### config.mk
export PLATFORM = sky130hd
export DESIGN_NAME = i3c_tgt_flow_top
export DESIGN_NICKNAME = d
export VERILOG_FILES = /design/src/i3c_tgt_pkg.sv /design/src/flow_csr_if.sv /design/src/tti_queue_if.sv /design/src/flow_standby_i3c.sv /design/src/i3c_tgt_flow_top.sv /design/src/tti_csr.sv /design/src/tti_fifo.sv
export VERILOG_INCLUDE_DIRS = /design/src /design/src/src
export SDC_FILE = /design/constraint.sdc
export NUM_CORES = 1
export LEC_CHECK = 0
export BUFFER_PORTS_ARGS = -buffer_cell sky130_fd_sc_hd__buf_2
export CAP_MARGIN = 20
export CORE_MARGIN = 5
export CORE_UTILIZATION = 50
export DETAILED_ROUTE_END_ITERATION = 8
export GPL_ROUTABILITY_DRIVEN = 0
export PLACE_DENSITY = 0.71
export SYNTH_ARGS = -nofsm -noshare
export SYNTH_HDL_FRONTEND = slang
export SYNTH_HIERARCHICAL = 1
export SYNTH_SLANG_ARGS = --single-unit
### constraint.sdc
create_clock -name clk_i -period 6.4 [get_ports clk_i]
set_input_delay 1.92 -clock clk_i [delete_from_list [all_inputs] [get_ports clk_i]]
set_output_delay 1.92 -clock clk_i [all_outputs]
set_load 0.05 [all_outputs]
### src/i3c_tgt_cfg.svh
// I3C target flow core configuration: queue depth, data width and register map
`ifndef I3C_TGT_CFG_SVH
`define I3C_TGT_CFG_SVH

// Entries per TTI queue, must be a power of two
`define I3C_TGT_FIFO_DEPTH 8

// Width of one bus or queue byte
`define I3C_TGT_DATA_WIDTH 8

// Width of the saturating write byte counter
`define I3C_TGT_COUNT_WIDTH 8

// Register map, one byte-wide register per address
`define I3C_TGT_ADDR_CTRL   2'd0
`define I3C_TGT_ADDR_STATUS 2'd1
`define I3C_TGT_ADDR_RXCNT  2'd2
`define I3C_TGT_ADDR_CCC    2'd3

// Bit positions inside CTRL and STATUS
`define I3C_TGT_CTRL_ENABLE_BIT     0
`define I3C_TGT_STATUS_BAD_TYPE_BIT 0
`define I3C_TGT_STATUS_OVERFLOW_BIT 1

`endif

### src/i3c_tgt_pkg.sv
// I3C target flow core types: bytes, counts, register addresses and flow states
package i3c_tgt_pkg;

  `include "i3c_tgt_cfg.svh"

  // One data byte on the bus stream or in a queue
  typedef logic [`I3C_TGT_DATA_WIDTH-1:0] byte_t;

  // Byte count of one write transfer, saturating
  typedef logic [`I3C_TGT_COUNT_WIDTH-1:0] count_t;

  // Register block address
  typedef logic [1:0] csr_addr_t;

  // Transfer type handed over by the bus-level FSM with the start pulse
  typedef logic [1:0] xfer_type_t;

  localparam xfer_type_t XferWrite   = 2'b00;
  localparam xfer_type_t XferRead    = 2'b01;
  localparam xfer_type_t XferCcc     = 2'b10;
  // Never produced by a healthy bus FSM
  localparam xfer_type_t XferIllegal = 2'b11;

  // Flow controller states
  typedef enum logic [2:0] {
    Idle,
    TransferWait,
    TransferStart,
    TransferWrite,
    TransferRead,
    TransferCCC
  } flow_state_e;

endpackage

### src/flow_csr_if.sv
// Control and event bundle between the flow controller and the register block
`timescale 1ns/10ps

interface flow_csr_if import i3c_tgt_pkg::*; ();

  // Software enable from CTRL
  logic   enable;

  // Single-cycle error events, captured as sticky flags
  logic   bad_type;
  logic   overflow;

  // Byte count of a finished write or CCC transfer
  logic   count_done;
  count_t count;

  // Command code of the current CCC transfer
  logic   ccc_valid;
  byte_t  ccc_code;

  modport flow (
    input  enable,
    output bad_type, overflow, count_done, count, ccc_valid, ccc_code
  );

  modport regs (
    output enable,
    input  bad_type, overflow, count_done, count, ccc_valid, ccc_code
  );

endinterface

### src/tti_queue_if.sv
// TTI queue port bundle between the flow controller and one FIFO
`timescale 1ns/10ps

interface tti_queue_if import i3c_tgt_pkg::*; ();

  // Byte handshake, a byte moves when valid and ready are both high
  logic  valid;
  logic  ready;
  byte_t data;

  // Queue level seen by the side that is not the FIFO
  logic  full;
  logic  empty;

  // Side that pushes bytes into the FIFO
  modport producer (
    output valid, data,
    input  ready, full, empty
  );

  // FIFO write side, reports its level
  modport consumer (
    input  valid, data,
    output ready, full, empty
  );

  // Side that pops bytes from the FIFO head
  modport popper (
    input  valid, data, full, empty,
    output ready
  );

endinterface

### src/flow_standby_i3c.sv
// Flow controller: dispatches on transfer type and moves bytes between bus and TTI queues
`timescale 1ns/10ps

module flow_standby_i3c
  import i3c_tgt_pkg::*;
(
  input  logic          clk_i,
  input  logic          rst_ni,

  // From the bus-level target FSM
  input  logic          transfer_start_i,
  input  logic          transfer_stop_i,
  input  xfer_type_t    transfer_type_i,

  // Bytes received from the bus
  input  logic          rx_byte_valid_i,
  input  byte_t         rx_byte_i,
  output logic          rx_byte_ready_o,

  // Bytes to transmit onto the bus
  output logic          tx_byte_valid_o,
  output byte_t         tx_byte_o,
  input  logic          tx_byte_ready_i,

  tti_queue_if.producer rxq,
  tti_queue_if.popper   txq,
  flow_csr_if.flow      csr
);

  flow_state_e state_q, state_d;
  xfer_type_t  type_q;

  logic   in_rx_state;
  logic   rx_accept;
  logic   to_code;
  logic   to_queue;
  logic   ccc_first_q;
  logic   push_valid_q;
  byte_t  push_data_q;
  count_t count_q;
  logic   count_done_q;
  logic   ccc_valid_q;
  byte_t  ccc_code_q;

  always_comb begin
    state_d = state_q;
    case (state_q)
      Idle: begin
        if (csr.enable) begin
          state_d = TransferWait;
        end
      end
      TransferWait: begin
        if (transfer_start_i) begin
          state_d = TransferStart;
        end
      end
      TransferStart: begin
        if (transfer_stop_i) begin
          state_d = TransferWait;
        end else begin
          case (type_q)
            XferWrite: state_d = TransferWrite;
            XferRead:  state_d = TransferRead;
            XferCcc:   state_d = TransferCCC;
            // Illegal type drops back, enable brings us to wait again
            default:   state_d = Idle;
          endcase
        end
      end
      TransferWrite, TransferRead, TransferCCC: begin
        if (transfer_stop_i) begin
          state_d = TransferWait;
        end
      end
      default: begin
        state_d = Idle;
      end
    endcase
    // Disable wins over everything
    if (!csr.enable) begin
      state_d = Idle;
    end
  end

  always_ff @(posedge clk_i or negedge rst_ni) begin
    if (!rst_ni) begin
      state_q <= Idle;
      type_q  <= XferWrite;
    end else begin
      state_q <= state_d;
      // Type travels with the start pulse
      if ((state_q == TransferWait) && transfer_start_i) begin
        type_q <= transfer_type_i;
      end
    end
  end

  assign csr.bad_type = (state_q == TransferStart) && (type_q == XferIllegal);

  // RX path, bus bytes are gated by state and by queue room
  assign in_rx_state     = (state_q == TransferWrite) || (state_q == TransferCCC);
  assign rx_byte_ready_o = in_rx_state && !rxq.full;
  assign rx_accept       = rx_byte_valid_i && rx_byte_ready_o;
  // First CCC byte is the command code
  assign to_code         = rx_accept && (state_q == TransferCCC) && ccc_first_q;
  assign to_queue        = rx_accept && !to_code;
  // Bus offers a byte we cannot take, it has to hold it
  assign csr.overflow    = in_rx_state && rx_byte_valid_i && rxq.full;

  // One-entry push stage in front of the RX queue
  always_ff @(posedge clk_i or negedge rst_ni) begin
    if (!rst_ni) begin
      push_valid_q <= 1'b0;
    end else if (!csr.enable) begin
      push_valid_q <= 1'b0;
    end else if (to_queue) begin
      push_valid_q <= 1'b1;
    end else if (rxq.ready) begin
      push_valid_q <= 1'b0;
    end
  end

  always_ff @(posedge clk_i) begin
    if (to_queue) begin
      push_data_q <= rx_byte_i;
    end
    if (to_code) begin
      ccc_code_q <= rx_byte_i;
    end
  end

  assign rxq.valid = push_valid_q;
  assign rxq.data  = push_data_q;

  // Byte count, CCC code capture and end-of-transfer report
  always_ff @(posedge clk_i or negedge rst_ni) begin
    if (!rst_ni) begin
      count_q      <= '0;
      ccc_first_q  <= 1'b0;
      count_done_q <= 1'b0;
      ccc_valid_q  <= 1'b0;
    end else begin
      count_done_q <= in_rx_state && transfer_stop_i && csr.enable;
      ccc_valid_q  <= to_code;
      if (state_q == TransferStart) begin
        count_q     <= '0;
        ccc_first_q <= 1'b1;
      end else begin
        // Saturate at all ones
        if (to_queue && (count_q != '1)) begin
          count_q <= count_q + 1'b1;
        end
        if (to_code) begin
          ccc_first_q <= 1'b0;
        end
      end
    end
  end

  // Count already holds a byte accepted together with stop
  assign csr.count_done = count_done_q;
  assign csr.count      = count_q;
  assign csr.ccc_valid  = ccc_valid_q;
  assign csr.ccc_code   = ccc_code_q;

  // TX path, queue head straight onto the bus
  assign tx_byte_valid_o = (state_q == TransferRead) && !txq.empty;
  assign tx_byte_o       = txq.data;
  assign txq.ready       = (state_q == TransferRead) && tx_byte_ready_i && txq.valid;

endmodule

### src/i3c_tgt_flow_top.sv
// I3C target flow core top: flow controller, RX and TX queues and register block
`timescale 1ns/10ps

`include "i3c_tgt_cfg.svh"

module i3c_tgt_flow_top
  import i3c_tgt_pkg::*;
(
  input  logic       clk_i,
  input  logic       rst_ni,

  // Bus-level target FSM side
  input  logic       transfer_start_i,
  input  logic       transfer_stop_i,
  input  xfer_type_t transfer_type_i,
  input  logic       rx_byte_valid_i,
  input  byte_t      rx_byte_i,
  output logic       rx_byte_ready_o,
  output logic       tx_byte_valid_o,
  output byte_t      tx_byte_o,
  input  logic       tx_byte_ready_i,

  // Software side
  output logic       rx_pop_valid_o,
  input  logic       rx_pop_ready_i,
  output byte_t      rx_pop_data_o,
  input  logic       tx_push_valid_i,
  output logic       tx_push_ready_o,
  input  byte_t      tx_push_data_i,
  input  logic       reg_we_i,
  input  csr_addr_t  reg_addr_i,
  input  byte_t      reg_wdata_i,
  output byte_t      reg_rdata_o
);

  tti_queue_if rxq_if ();
  tti_queue_if txq_push_if ();
  tti_queue_if txq_pop_if ();
  flow_csr_if  csr_if ();

  // Queues stay empty while the core is disabled
  logic queue_flush;
  assign queue_flush = !csr_if.enable;

  // Software pushes TX bytes
  assign txq_push_if.valid = tx_push_valid_i;
  assign txq_push_if.data  = tx_push_data_i;
  assign tx_push_ready_o   = txq_push_if.ready;
  // Level of the TX queue as seen by its reader
  assign txq_pop_if.full   = txq_push_if.full;
  assign txq_pop_if.empty  = txq_push_if.empty;

  flow_standby_i3c flow_standby_i3c_i (
    .clk_i,
    .rst_ni,
    .transfer_start_i,
    .transfer_stop_i,
    .transfer_type_i,
    .rx_byte_valid_i,
    .rx_byte_i,
    .rx_byte_ready_o,
    .tx_byte_valid_o,
    .tx_byte_o,
    .tx_byte_ready_i,
    .rxq (rxq_if),
    .txq (txq_pop_if),
    .csr (csr_if)
  );

  tti_fifo #(.Depth(`I3C_TGT_FIFO_DEPTH)) rx_fifo_i (
    .clk_i,
    .rst_ni,
    .flush_i    (queue_flush),
    .wr         (rxq_if),
    .rd_valid_o (rx_pop_valid_o),
    .rd_data_o  (rx_pop_data_o),
    .rd_ready_i (rx_pop_ready_i)
  );

  tti_fifo #(.Depth(`I3C_TGT_FIFO_DEPTH)) tx_fifo_i (
    .clk_i,
    .rst_ni,
    .flush_i    (queue_flush),
    .wr         (txq_push_if),
    .rd_valid_o (txq_pop_if.valid),
    .rd_data_o  (txq_pop_if.data),
    .rd_ready_i (txq_pop_if.ready)
  );

  tti_csr tti_csr_i (
    .clk_i,
    .rst_ni,
    .reg_we_i,
    .reg_addr_i,
    .reg_wdata_i,
    .reg_rdata_o,
    .csr (csr_if)
  );

endmodule

### src/tti_csr.sv
// TTI register block: enable, sticky error flags, write byte count and CCC code
`timescale 1ns/10ps

`include "i3c_tgt_cfg.svh"

module tti_csr
  import i3c_tgt_pkg::*;
(
  input  logic      clk_i,
  input  logic      rst_ni,
  input  logic      reg_we_i,
  input  csr_addr_t reg_addr_i,
  input  byte_t     reg_wdata_i,
  output byte_t     reg_rdata_o,
  flow_csr_if.regs  csr
);

  logic   enable_q;
  logic   bad_type_q;
  logic   overflow_q;
  count_t rxcnt_q;
  byte_t  ccc_q;
  logic   ctrl_we;
  logic   status_we;

  assign ctrl_we   = reg_we_i && (reg_addr_i == `I3C_TGT_ADDR_CTRL);
  assign status_we = reg_we_i && (reg_addr_i == `I3C_TGT_ADDR_STATUS);

  always_ff @(posedge clk_i or negedge rst_ni) begin
    if (!rst_ni) begin
      enable_q   <= 1'b0;
      bad_type_q <= 1'b0;
      overflow_q <= 1'b0;
      rxcnt_q    <= '0;
      ccc_q      <= '0;
    end else begin
      if (ctrl_we) begin
        enable_q <= reg_wdata_i[`I3C_TGT_CTRL_ENABLE_BIT];
      end
      // Sticky flags, a new event beats a write-1-to-clear
      if (csr.bad_type) begin
        bad_type_q <= 1'b1;
      end else if (status_we && reg_wdata_i[`I3C_TGT_STATUS_BAD_TYPE_BIT]) begin
        bad_type_q <= 1'b0;
      end
      if (csr.overflow) begin
        overflow_q <= 1'b1;
      end else if (status_we && reg_wdata_i[`I3C_TGT_STATUS_OVERFLOW_BIT]) begin
        overflow_q <= 1'b0;
      end
      // RXCNT and CCC are read only
      if (csr.count_done) begin
        rxcnt_q <= csr.count;
      end
      if (csr.ccc_valid) begin
        ccc_q <= csr.ccc_code;
      end
    end
  end

  assign csr.enable = enable_q;

  always_comb begin
    reg_rdata_o = '0;
    case (reg_addr_i)
      `I3C_TGT_ADDR_CTRL: reg_rdata_o[`I3C_TGT_CTRL_ENABLE_BIT] = enable_q;
      `I3C_TGT_ADDR_STATUS: begin
        reg_rdata_o[`I3C_TGT_STATUS_BAD_TYPE_BIT] = bad_type_q;
        reg_rdata_o[`I3C_TGT_STATUS_OVERFLOW_BIT] = overflow_q;
      end
      `I3C_TGT_ADDR_RXCNT: reg_rdata_o = rxcnt_q;
      default: reg_rdata_o = ccc_q;
    endcase
  end

endmodule

### src/tti_fifo.sv
// Synchronous fall-through FIFO with flush for the TTI RX and TX queues
`timescale 1ns/10ps

`include "i3c_tgt_cfg.svh"

module tti_fifo
  import i3c_tgt_pkg::*;
#(
  parameter int unsigned Depth = `I3C_TGT_FIFO_DEPTH
) (
  input  logic              clk_i,
  input  logic              rst_ni,
  input  logic              flush_i,
  tti_queue_if.consumer     wr,
  output logic              rd_valid_o,
  output byte_t             rd_data_o,
  input  logic              rd_ready_i
);

  localparam int unsigned PtrW = $clog2(Depth);
  localparam logic [PtrW:0] FullCnt = (PtrW + 1)'(Depth);
  localparam logic [PtrW:0] LastCnt = (PtrW + 1)'(Depth - 1);

  // Queue storage for Depth bytes
  byte_t           mem_q [Depth];
  logic [PtrW-1:0] wr_ptr_q;
  logic [PtrW-1:0] rd_ptr_q;
  logic [PtrW:0]   count_q;
  logic            push;
  logic            pop;

  // No pushes while flushing
  assign wr.ready = !flush_i && (count_q != FullCnt);
  assign wr.empty = (count_q == '0);
  // Full also counts a push in flight from the registered producer
  assign wr.full  = (count_q == FullCnt) || ((count_q == LastCnt) && wr.valid);

  assign push = wr.valid && wr.ready;
  assign pop  = rd_valid_o && rd_ready_i;

  // Head of queue with zero latency
  assign rd_valid_o = (count_q != '0);
  assign rd_data_o  = mem_q[rd_ptr_q];

  always_ff @(posedge clk_i) begin
    if (push) begin
      mem_q[wr_ptr_q] <= wr.data;
    end
  end

  // Pointers wrap on their own since Depth is a power of two
  always_ff @(posedge clk_i or negedge rst_ni) begin
    if (!rst_ni) begin
      wr_ptr_q <= '0;
      rd_ptr_q <= '0;
      count_q  <= '0;
    end else if (flush_i) begin
      wr_ptr_q <= '0;
      rd_ptr_q <= '0;
      count_q  <= '0;
    end else begin
      if (push) begin
        wr_ptr_q <= wr_ptr_q + 1'b1;
      end
      if (pop) begin
        rd_ptr_q <= rd_ptr_q + 1'b1;
      end
      // Simultaneous push and pop keep the level
      if (push && !pop) begin
        count_q <= count_q + 1'b1;
      end else if (pop && !push) begin
        count_q <= count_q - 1'b1;
      end
    end
  end

endmodule

==> reports/summary.txt, run 1 <==
Run status: finished clean
Die Y-Extent: 141 um
Final setup viols: 0
Unrepaired setup endpoints after global routing: no
Worst slack on hold paths: 0.492 ns
Ratio of total power to cell area: 331 nW/um^2
Critical path's largest stage delay: 0.62 ns
Leftover overflow at the end of global routing: 0
Resized Gates After CTS: 0
Placeable core area: 17100 um^2
Crit path launch type: input port
Antenna Violating Nets Remaining: 0
Max-capacitance violation count: 0
Part of the power in combinational logic: 18.8%
Standard-cell rows: 48
Count of clock tree sinks: 200
Die W: 141 um
Met3 Wirelength: 725 um
Max FO, Critical Path: 11
Final HPWL from detailed placement: 10200 um
Die footprint: 20000 um^2
Number of slew-limit violations in the final report: 0
DR WL met2: 7710 um
Sum of routed wire segments on met1: 6800 um
Sum of routed wire length over all layers: 15500 um
Number of optimization iterations in the first detailed-route pass: 4
TNS Setup: 0 ns
Overall Global Routing Usage: 16.5%
Crit. End Element: primary output
Top metal layer carrying routed signals: met4
Reg clk slew, reported paths: 0.07 ns
Max-Slew Margin vs Limit: 38.0%
Clock share of power: 32.3%
Worst-case clock buffer depth: 2
Total setup buffers inserted after CTS: 0
Slowest cell on crit path: mux4_1
Shortest clock period the worst path allows after layout: 4.98 ns
Count of input and output buffers: 58
Number of antenna violations at the first check in global routing: 1
Filler Cells Inserted: 1312
Count of H-tree levels built during CTS: 4
Slew at the pin closest to its max-slew limit: 0.926 ns
Final number of hold-violating endpoints: 0
Avg Synthesized Cell Area: 16.1 um^2
Signed area change from the synthesized netlist to the final layout: 12.7%
Critical path data required time: 4.48 ns
Count of warnings emitted by yosys: 6
Layout Cells excl Fill: 833
Number of top-level design ports: 65
Overall via count from detail_route: 4610
Inst Count DP: 798
Starting Density: 50.4%
P_sw: 954 uW
Internal power contribution: 2.27 mW
Worst-path cell chain: buf_2 -> mux4_1 -> buf_2
Clock insertion delay at the later pin of the skew report: 0.43 ns
Number of buffers created by CTS: 17
CTS tree: yes
Largest net degree at the start of global routing: 57
Switching share of power: 29.6%
Peak VDD IR: 0.000205 V
Routed wirelength normalized by instance count: 18.6 um
Clock root cell: clkbuf_16
Number of standard cells after synthesis: 535
Peak clock frequency supported by timing: 0.201 GHz
Final setup skew: 0.0118 ns
Post-Syn Area: 8630 um^2
Hold crit path type: register to register
Sequential fraction of design power: 48.9%
Starting DRT DRC Count: 290
Mean number of vias per cell: 5.53
Wire length of the first global-routing pass: 25500 um
Number of remaining DRC errors: 0
Standby leakage power: 3.62 nW
Data arrival time of the worst path: 3.06 ns
Synthesized Nets: 585
Share of final-layout standard cells stronger than drive strength 1: 29.8%
Number of global-route vias before repair: 4868
Number of hold buffers added after CTS: 0
Category of the critical setup timing path: input port to primary output
Final net count: 644
Final Cycle Share: 77.8%
Most frequent cell on the critical path: buf_2
per-layer routing:
metal / vias to the layer above / track usage (%)
met5: - / 0
met4: 0 / 5.51
met3: 18 / 3.94
met2: 100 / 27.0
met1: 2327 / 21.9
li1: 2165 / -
power groups by stage:
stage / sequential, mW / clock, mW / combinational [mW]
4_1_cts: 1.59 / 1.06 / 0.590
6_report: 1.57 / 1.04 / 0.606
3_5_place_dp: 1.62 / 0 / 0.586
3_3_place_gp: 1.61 / 0 / 0.560
5_1_grt: 1.59 / 1.12 / 0.661
2_1_floorplan: 1.55 / 0 / 0.506
cell type report:
cell class | instances | area (um^2) | share of cell area, %
clock inverter | 15 | 159 | 1.63
timing repair buffer | 71 | 415 | 4.27
sequential | 200 | 5730 | 58.9
inverter | 14 | 52.6 | 0.540
multi-input combinational | 290 | 2660 | 27.4
antenna | 1 | 2.50 | 0.0257
clock buffer | 17 | 425 | 4.37
tap | 225 | 282 | 2.89
flip-flops by register name, indices dropped and copies added, names as in the netlist, 8 cells and up:
signal,count
flow_standby_i3c_i/csr.ccc_code,8
tti_csr_i/rxcnt_q,8
tx_fifo_i/mem_q,64
tti_csr_i/ccc_q,8
flow_standby_i3c_i/rxq.data,8
flow_standby_i3c_i/csr.count,8
rx_fifo_i/mem_q,64
layout by cell type (no fill, tap or decap), types with 3 or more instances in the layout:
cell type and n:
edfxtp_1 144, buf_2 58, dfrtp_1 56, mux2_2 33
mux4_2 32, nor2_1 30, nand2_1 28, clkbuf_16 17
mux2i_1 14, inv_1 12, nor2b_1 12, nand3_1 12
nor3_1 11, a21oi_1 11, ha_1 11, buf_4 11
nand2b_1 8, xor2_1 7, o21ai_0 6, inv_8 4
xnor2_1 4, inv_6 3, and3_1 3, and4_1 3
and2_1 3, o31ai_1 3, o211ai_1 3, or4_1 3
a211oi_1 3, or4b_1 3, nand4b_1 3, a21o_1 3
nand4_1 3
critical path, delay by kind of cell:
family / cells / cell delay [ns]
buffers and inverters: 2 / 0.52
multiplexers: 1 / 0.62
final timing paths:
check	startpoint	endpoint	slack, ns	depth (start not counted)
setup / recovery	reg_addr_i[0]	reg_rdata_o[0]	1.42	3
hold / removal	tti_csr_i/overflow_q$_DFFE_PN0P_	tti_csr_i/overflow_q$_DFFE_PN0P_	0.49	1
setup reg to reg	tti_csr_i/csr.enable$_DFFE_PN0P_	rx_fifo_i/count_q[3]$_DFFE_PN0P_	3.43	9
hold reg to reg	tti_csr_i/overflow_q$_DFFE_PN0P_	tti_csr_i/overflow_q$_DFFE_PN0P_	0.49	1
max in group asynchronous	rst_ni	tti_csr_i/ccc_q[5]$_DFFE_PN0P_	4.29	2
min in group asynchronous	rst_ni	tx_fifo_i/count_q[0]$_DFFE_PN0P_	1.62	2
through the flow:
| step | utilization, % | cell area, um^2 | power [mW] | setup WS [ns] |
|---|---|---|---|---|
| global placement | 53.1 | 9100 | 2.17 | 1.45 |
| floorplan | - | 8630 | 2.06 | 1.49 |
| global route | 56.8 | 9730 | 3.37 | 1.40 |
| CTS | 56.6 | 9680 | 3.24 | 1.43 |
| finish | 56.8 | 9730 | 3.22 | 1.42 |
| detailed placement | 53.1 | 9100 | 2.20 | 1.46 |
(Power assumes the default switching activity.)
==> run 2: changes to the inputs <==
==> constraint.sdc (replaced) <==
create_clock -name clk_i -period 5.05 [get_ports clk_i]
set_input_delay 1.515 -clock clk_i [delete_from_list [all_inputs] [get_ports clk_i]]
set_output_delay 1.515 -clock clk_i [all_outputs]
set_load 0.05 [all_outputs]
==> run 2 against run 1 <==
Effect of this change: utilization grew 0.14 points; combinational power grew 27%; register-to-register slack lost 1.4 ns; critical path depth is the same; final area grew 0.24%; flip-flop and latch count is the same; highest routed layer unchanged; worst setup slack lost 0.53 ns.
==> reports/summary.txt, run 2 (same netlist as run 1, synthesis figures left out) <==
Run status: finished clean (unchanged)
Internal power contribution: 2.94 mW (was 2.27 mW)
P_sw: 1.24 mW (was 954 uW)
Ratio of total power to cell area: 428 nW/um^2 (was 331 nW/um^2)
Total power: 4.18 mW (was 3.22 mW)
Clock insertion delay at the later pin of the skew report: 0.43 ns (about the same)
Max-Slew Margin vs Limit: 34.9% (was 38.0%)
Signed area change from the synthesized netlist to the final layout: 13.0% (was 12.7%)
Switching share of power: 29.7% (was 29.6%)
Number of optimization iterations in the first detailed-route pass: 5 (was 4)
Count of clock tree sinks: 200 (unchanged)
Data arrival time of the worst path: 2.65 ns (was 3.06 ns)
Largest net degree at the start of global routing: 42 (was 57)
Final HPWL from detailed placement: 10200 um (about the same)
Part of the power in combinational logic: 18.5% (was 18.8%)
Placeable core area: 17100 um^2 (unchanged)
Die Y-Extent: 141 um (unchanged)
Critical path's largest stage delay: 0.61 ns (was 0.62 ns)
Count of inserted antenna diode cells: 0 (was 1)
Setup slack on the worst flop-to-flop path: 2.07 ns (was 3.43 ns)
Most frequent cell on the critical path: buf_2 (unchanged)
Worst-case clock buffer depth: 2 (unchanged)
Routed wirelength normalized by instance count: 18.6 um (about the same)
Final setup skew: 0.00921 ns (was 0.0118 ns)
Max FO, Critical Path: 11 (unchanged)
Share of final-layout standard cells stronger than drive strength 1: 30.1% (was 29.8%)
Reg clk slew, reported paths: 0.08 ns (was 0.07 ns)
Number of remaining DRC errors: 0 (unchanged)
Crit. End Element: primary output (unchanged)
Slowest cell on crit path: mux4_1 (unchanged)
Wire length of the first global-routing pass: 25300 um (was 25500 um)
Critical path data required time: 3.54 ns (was 4.48 ns)
Number of top-level design ports: 65 (unchanged)
Slew at the pin closest to its max-slew limit: 0.974 ns (was 0.926 ns)
Number of buffers created by CTS: 17 (unchanged)
Kind of cell adding the most delay to the critical path: multiplexers (unchanged)
Mean number of vias per cell: 5.55 (was 5.53)
Commonest cells after routing, fill and taps aside: edfxtp_1 (144), buf_2 (58), dfrtp_1 (56) (unchanged)
Sequential fraction of design power: 47.8% (was 48.9%)
Die footprint: 20000 um^2 (unchanged)
Number of slew-limit violations in the final report: 0 (unchanged)
Utilization after layout: 57.0% (was 56.8%)
Unrepaired setup endpoints after global routing: no (unchanged)
Standby leakage power: 3.64 nW (was 3.62 nW)
Number of hold buffers added after CTS: 0 (unchanged)
Max-capacitance violation count: 0 (unchanged)
Total setup buffers inserted after CTS: 0 (unchanged)
Worst-path cell chain: buf_2 -> mux4_1 -> buf_2 (unchanged)
Standard-cell rows: 48 (unchanged)
Hold crit path type: register to register (unchanged)
Worst slack on hold paths: 0.483 ns (was 0.492 ns)
Most common cell after layout, fill and taps aside: edfxtp_1 (unchanged)
Final setup viols: 0 (unchanged)
CTS tree: yes (unchanged)
Number of global-route vias before repair: 4706 (was 4868)
Count of H-tree levels built during CTS: 4 (unchanged)
TNS Setup: 0 ns (unchanged)
Crit path launch type: input port (unchanged)
Category of the critical setup timing path: input port to primary output (unchanged)
Shortest clock period the worst path allows after layout: 4.16 ns
Clock share of power: 33.8% (was 32.3%)
Top flop regs: rx_fifo_i/mem_q: 64 flops, tx_fifo_i/mem_q: 64 flops (unchanged)
Final net count: 645 (was 644)
Buffering stage count on the worst path with inverters included: 2 (unchanged)
Overall Global Routing Usage: 16.4% (was 16.5%)
Die W: 141 um (unchanged)
Peak clock frequency supported by timing: 0.240 GHz
Peak VDD IR: 0.000239 V (was 0.000205 V)
Sum of routed wire length over all layers: 15500 um (about the same)
Starting Density: 50.4% (unchanged)
Resized Gates After CTS: 0 (unchanged)
Overall via count from detail_route: 4626 (was 4610)
Final Cycle Share: 82.5%
Leftover overflow at the end of global routing: 0 (unchanged)
Final number of hold-violating endpoints: 0 (unchanged)
Number of antenna violations at the first check in global routing: 0 (was 1)
Clock root cell: clkbuf_16 (unchanged)
Count of input and output buffers: 58 (unchanged)
Starting DRT DRC Count: 308 (was 290)
Antenna Violating Nets Remaining: 0 (unchanged)
-- run 2: final cells by class --
type	count	area, um^2
clock buffer	17	425
clock inverter	15	198
fill	1291	7370
inverter	14	52.6
multi-input combinational	290	2660
sequential	200	5730
tap	225	282
timing repair buffer	72	403
-- run 2: final timing paths --
check	from	end	cells after the start
worst max-delay path	reg_addr_i[0]	reg_rdata_o[0]	3
worst min-delay path	tti_csr_i/bad_type_q$_DFFE_PN0P_	tti_csr_i/bad_type_q$_DFFE_PN0P_	1
worst max register to register	tti_csr_i/csr.enable$_DFFE_PN0P_	rx_fifo_i/count_q[3]$_DFFE_PN0P_	9
worst min register to register	tti_csr_i/bad_type_q$_DFFE_PN0P_	tti_csr_i/bad_type_q$_DFFE_PN0P_	1
max in group asynchronous	rst_ni	rx_fifo_i/wr_ptr_q[2]$_DFFE_PN0P_	2
min in group asynchronous	rst_ni	tx_fifo_i/wr_ptr_q[1]$_DFFE_PN0P_	1
-- run 2: power groups by stage --
stage	clock, mW	sequential, mW	combinational, mW
detailed placement	0	2.05	0.749
global placement	0	2.03	0.716
CTS	1.44	2.01	0.753
global route	1.52	2.02	0.841
finish	1.41	2.00	0.771
floorplan	0	1.96	0.641
-- run 2: stage by stage --
step / cell area, um^2 / setup WS (ns) / instances
6_report: 9750 / 0.886 / 833
5_1_grt: 9750 / 0.856 / 833
4_1_cts: 9730 / 0.839 / 832
3_5_place_dp: 9110 / 0.915 / 800
3_3_place_gp: 9110 / 0.896 / 800
2_1_floorplan: 8630 / 0.947 / 535
-- run 2: routing by layer --
layer,routed length [um],vias to the layer above,track usage [%]
li1,-,2168,-
met1,7070,2358,22.6
met2,7740,87,26.7
met3,484,13,3.13
met4,221,0,5.25
met5,0,-,0
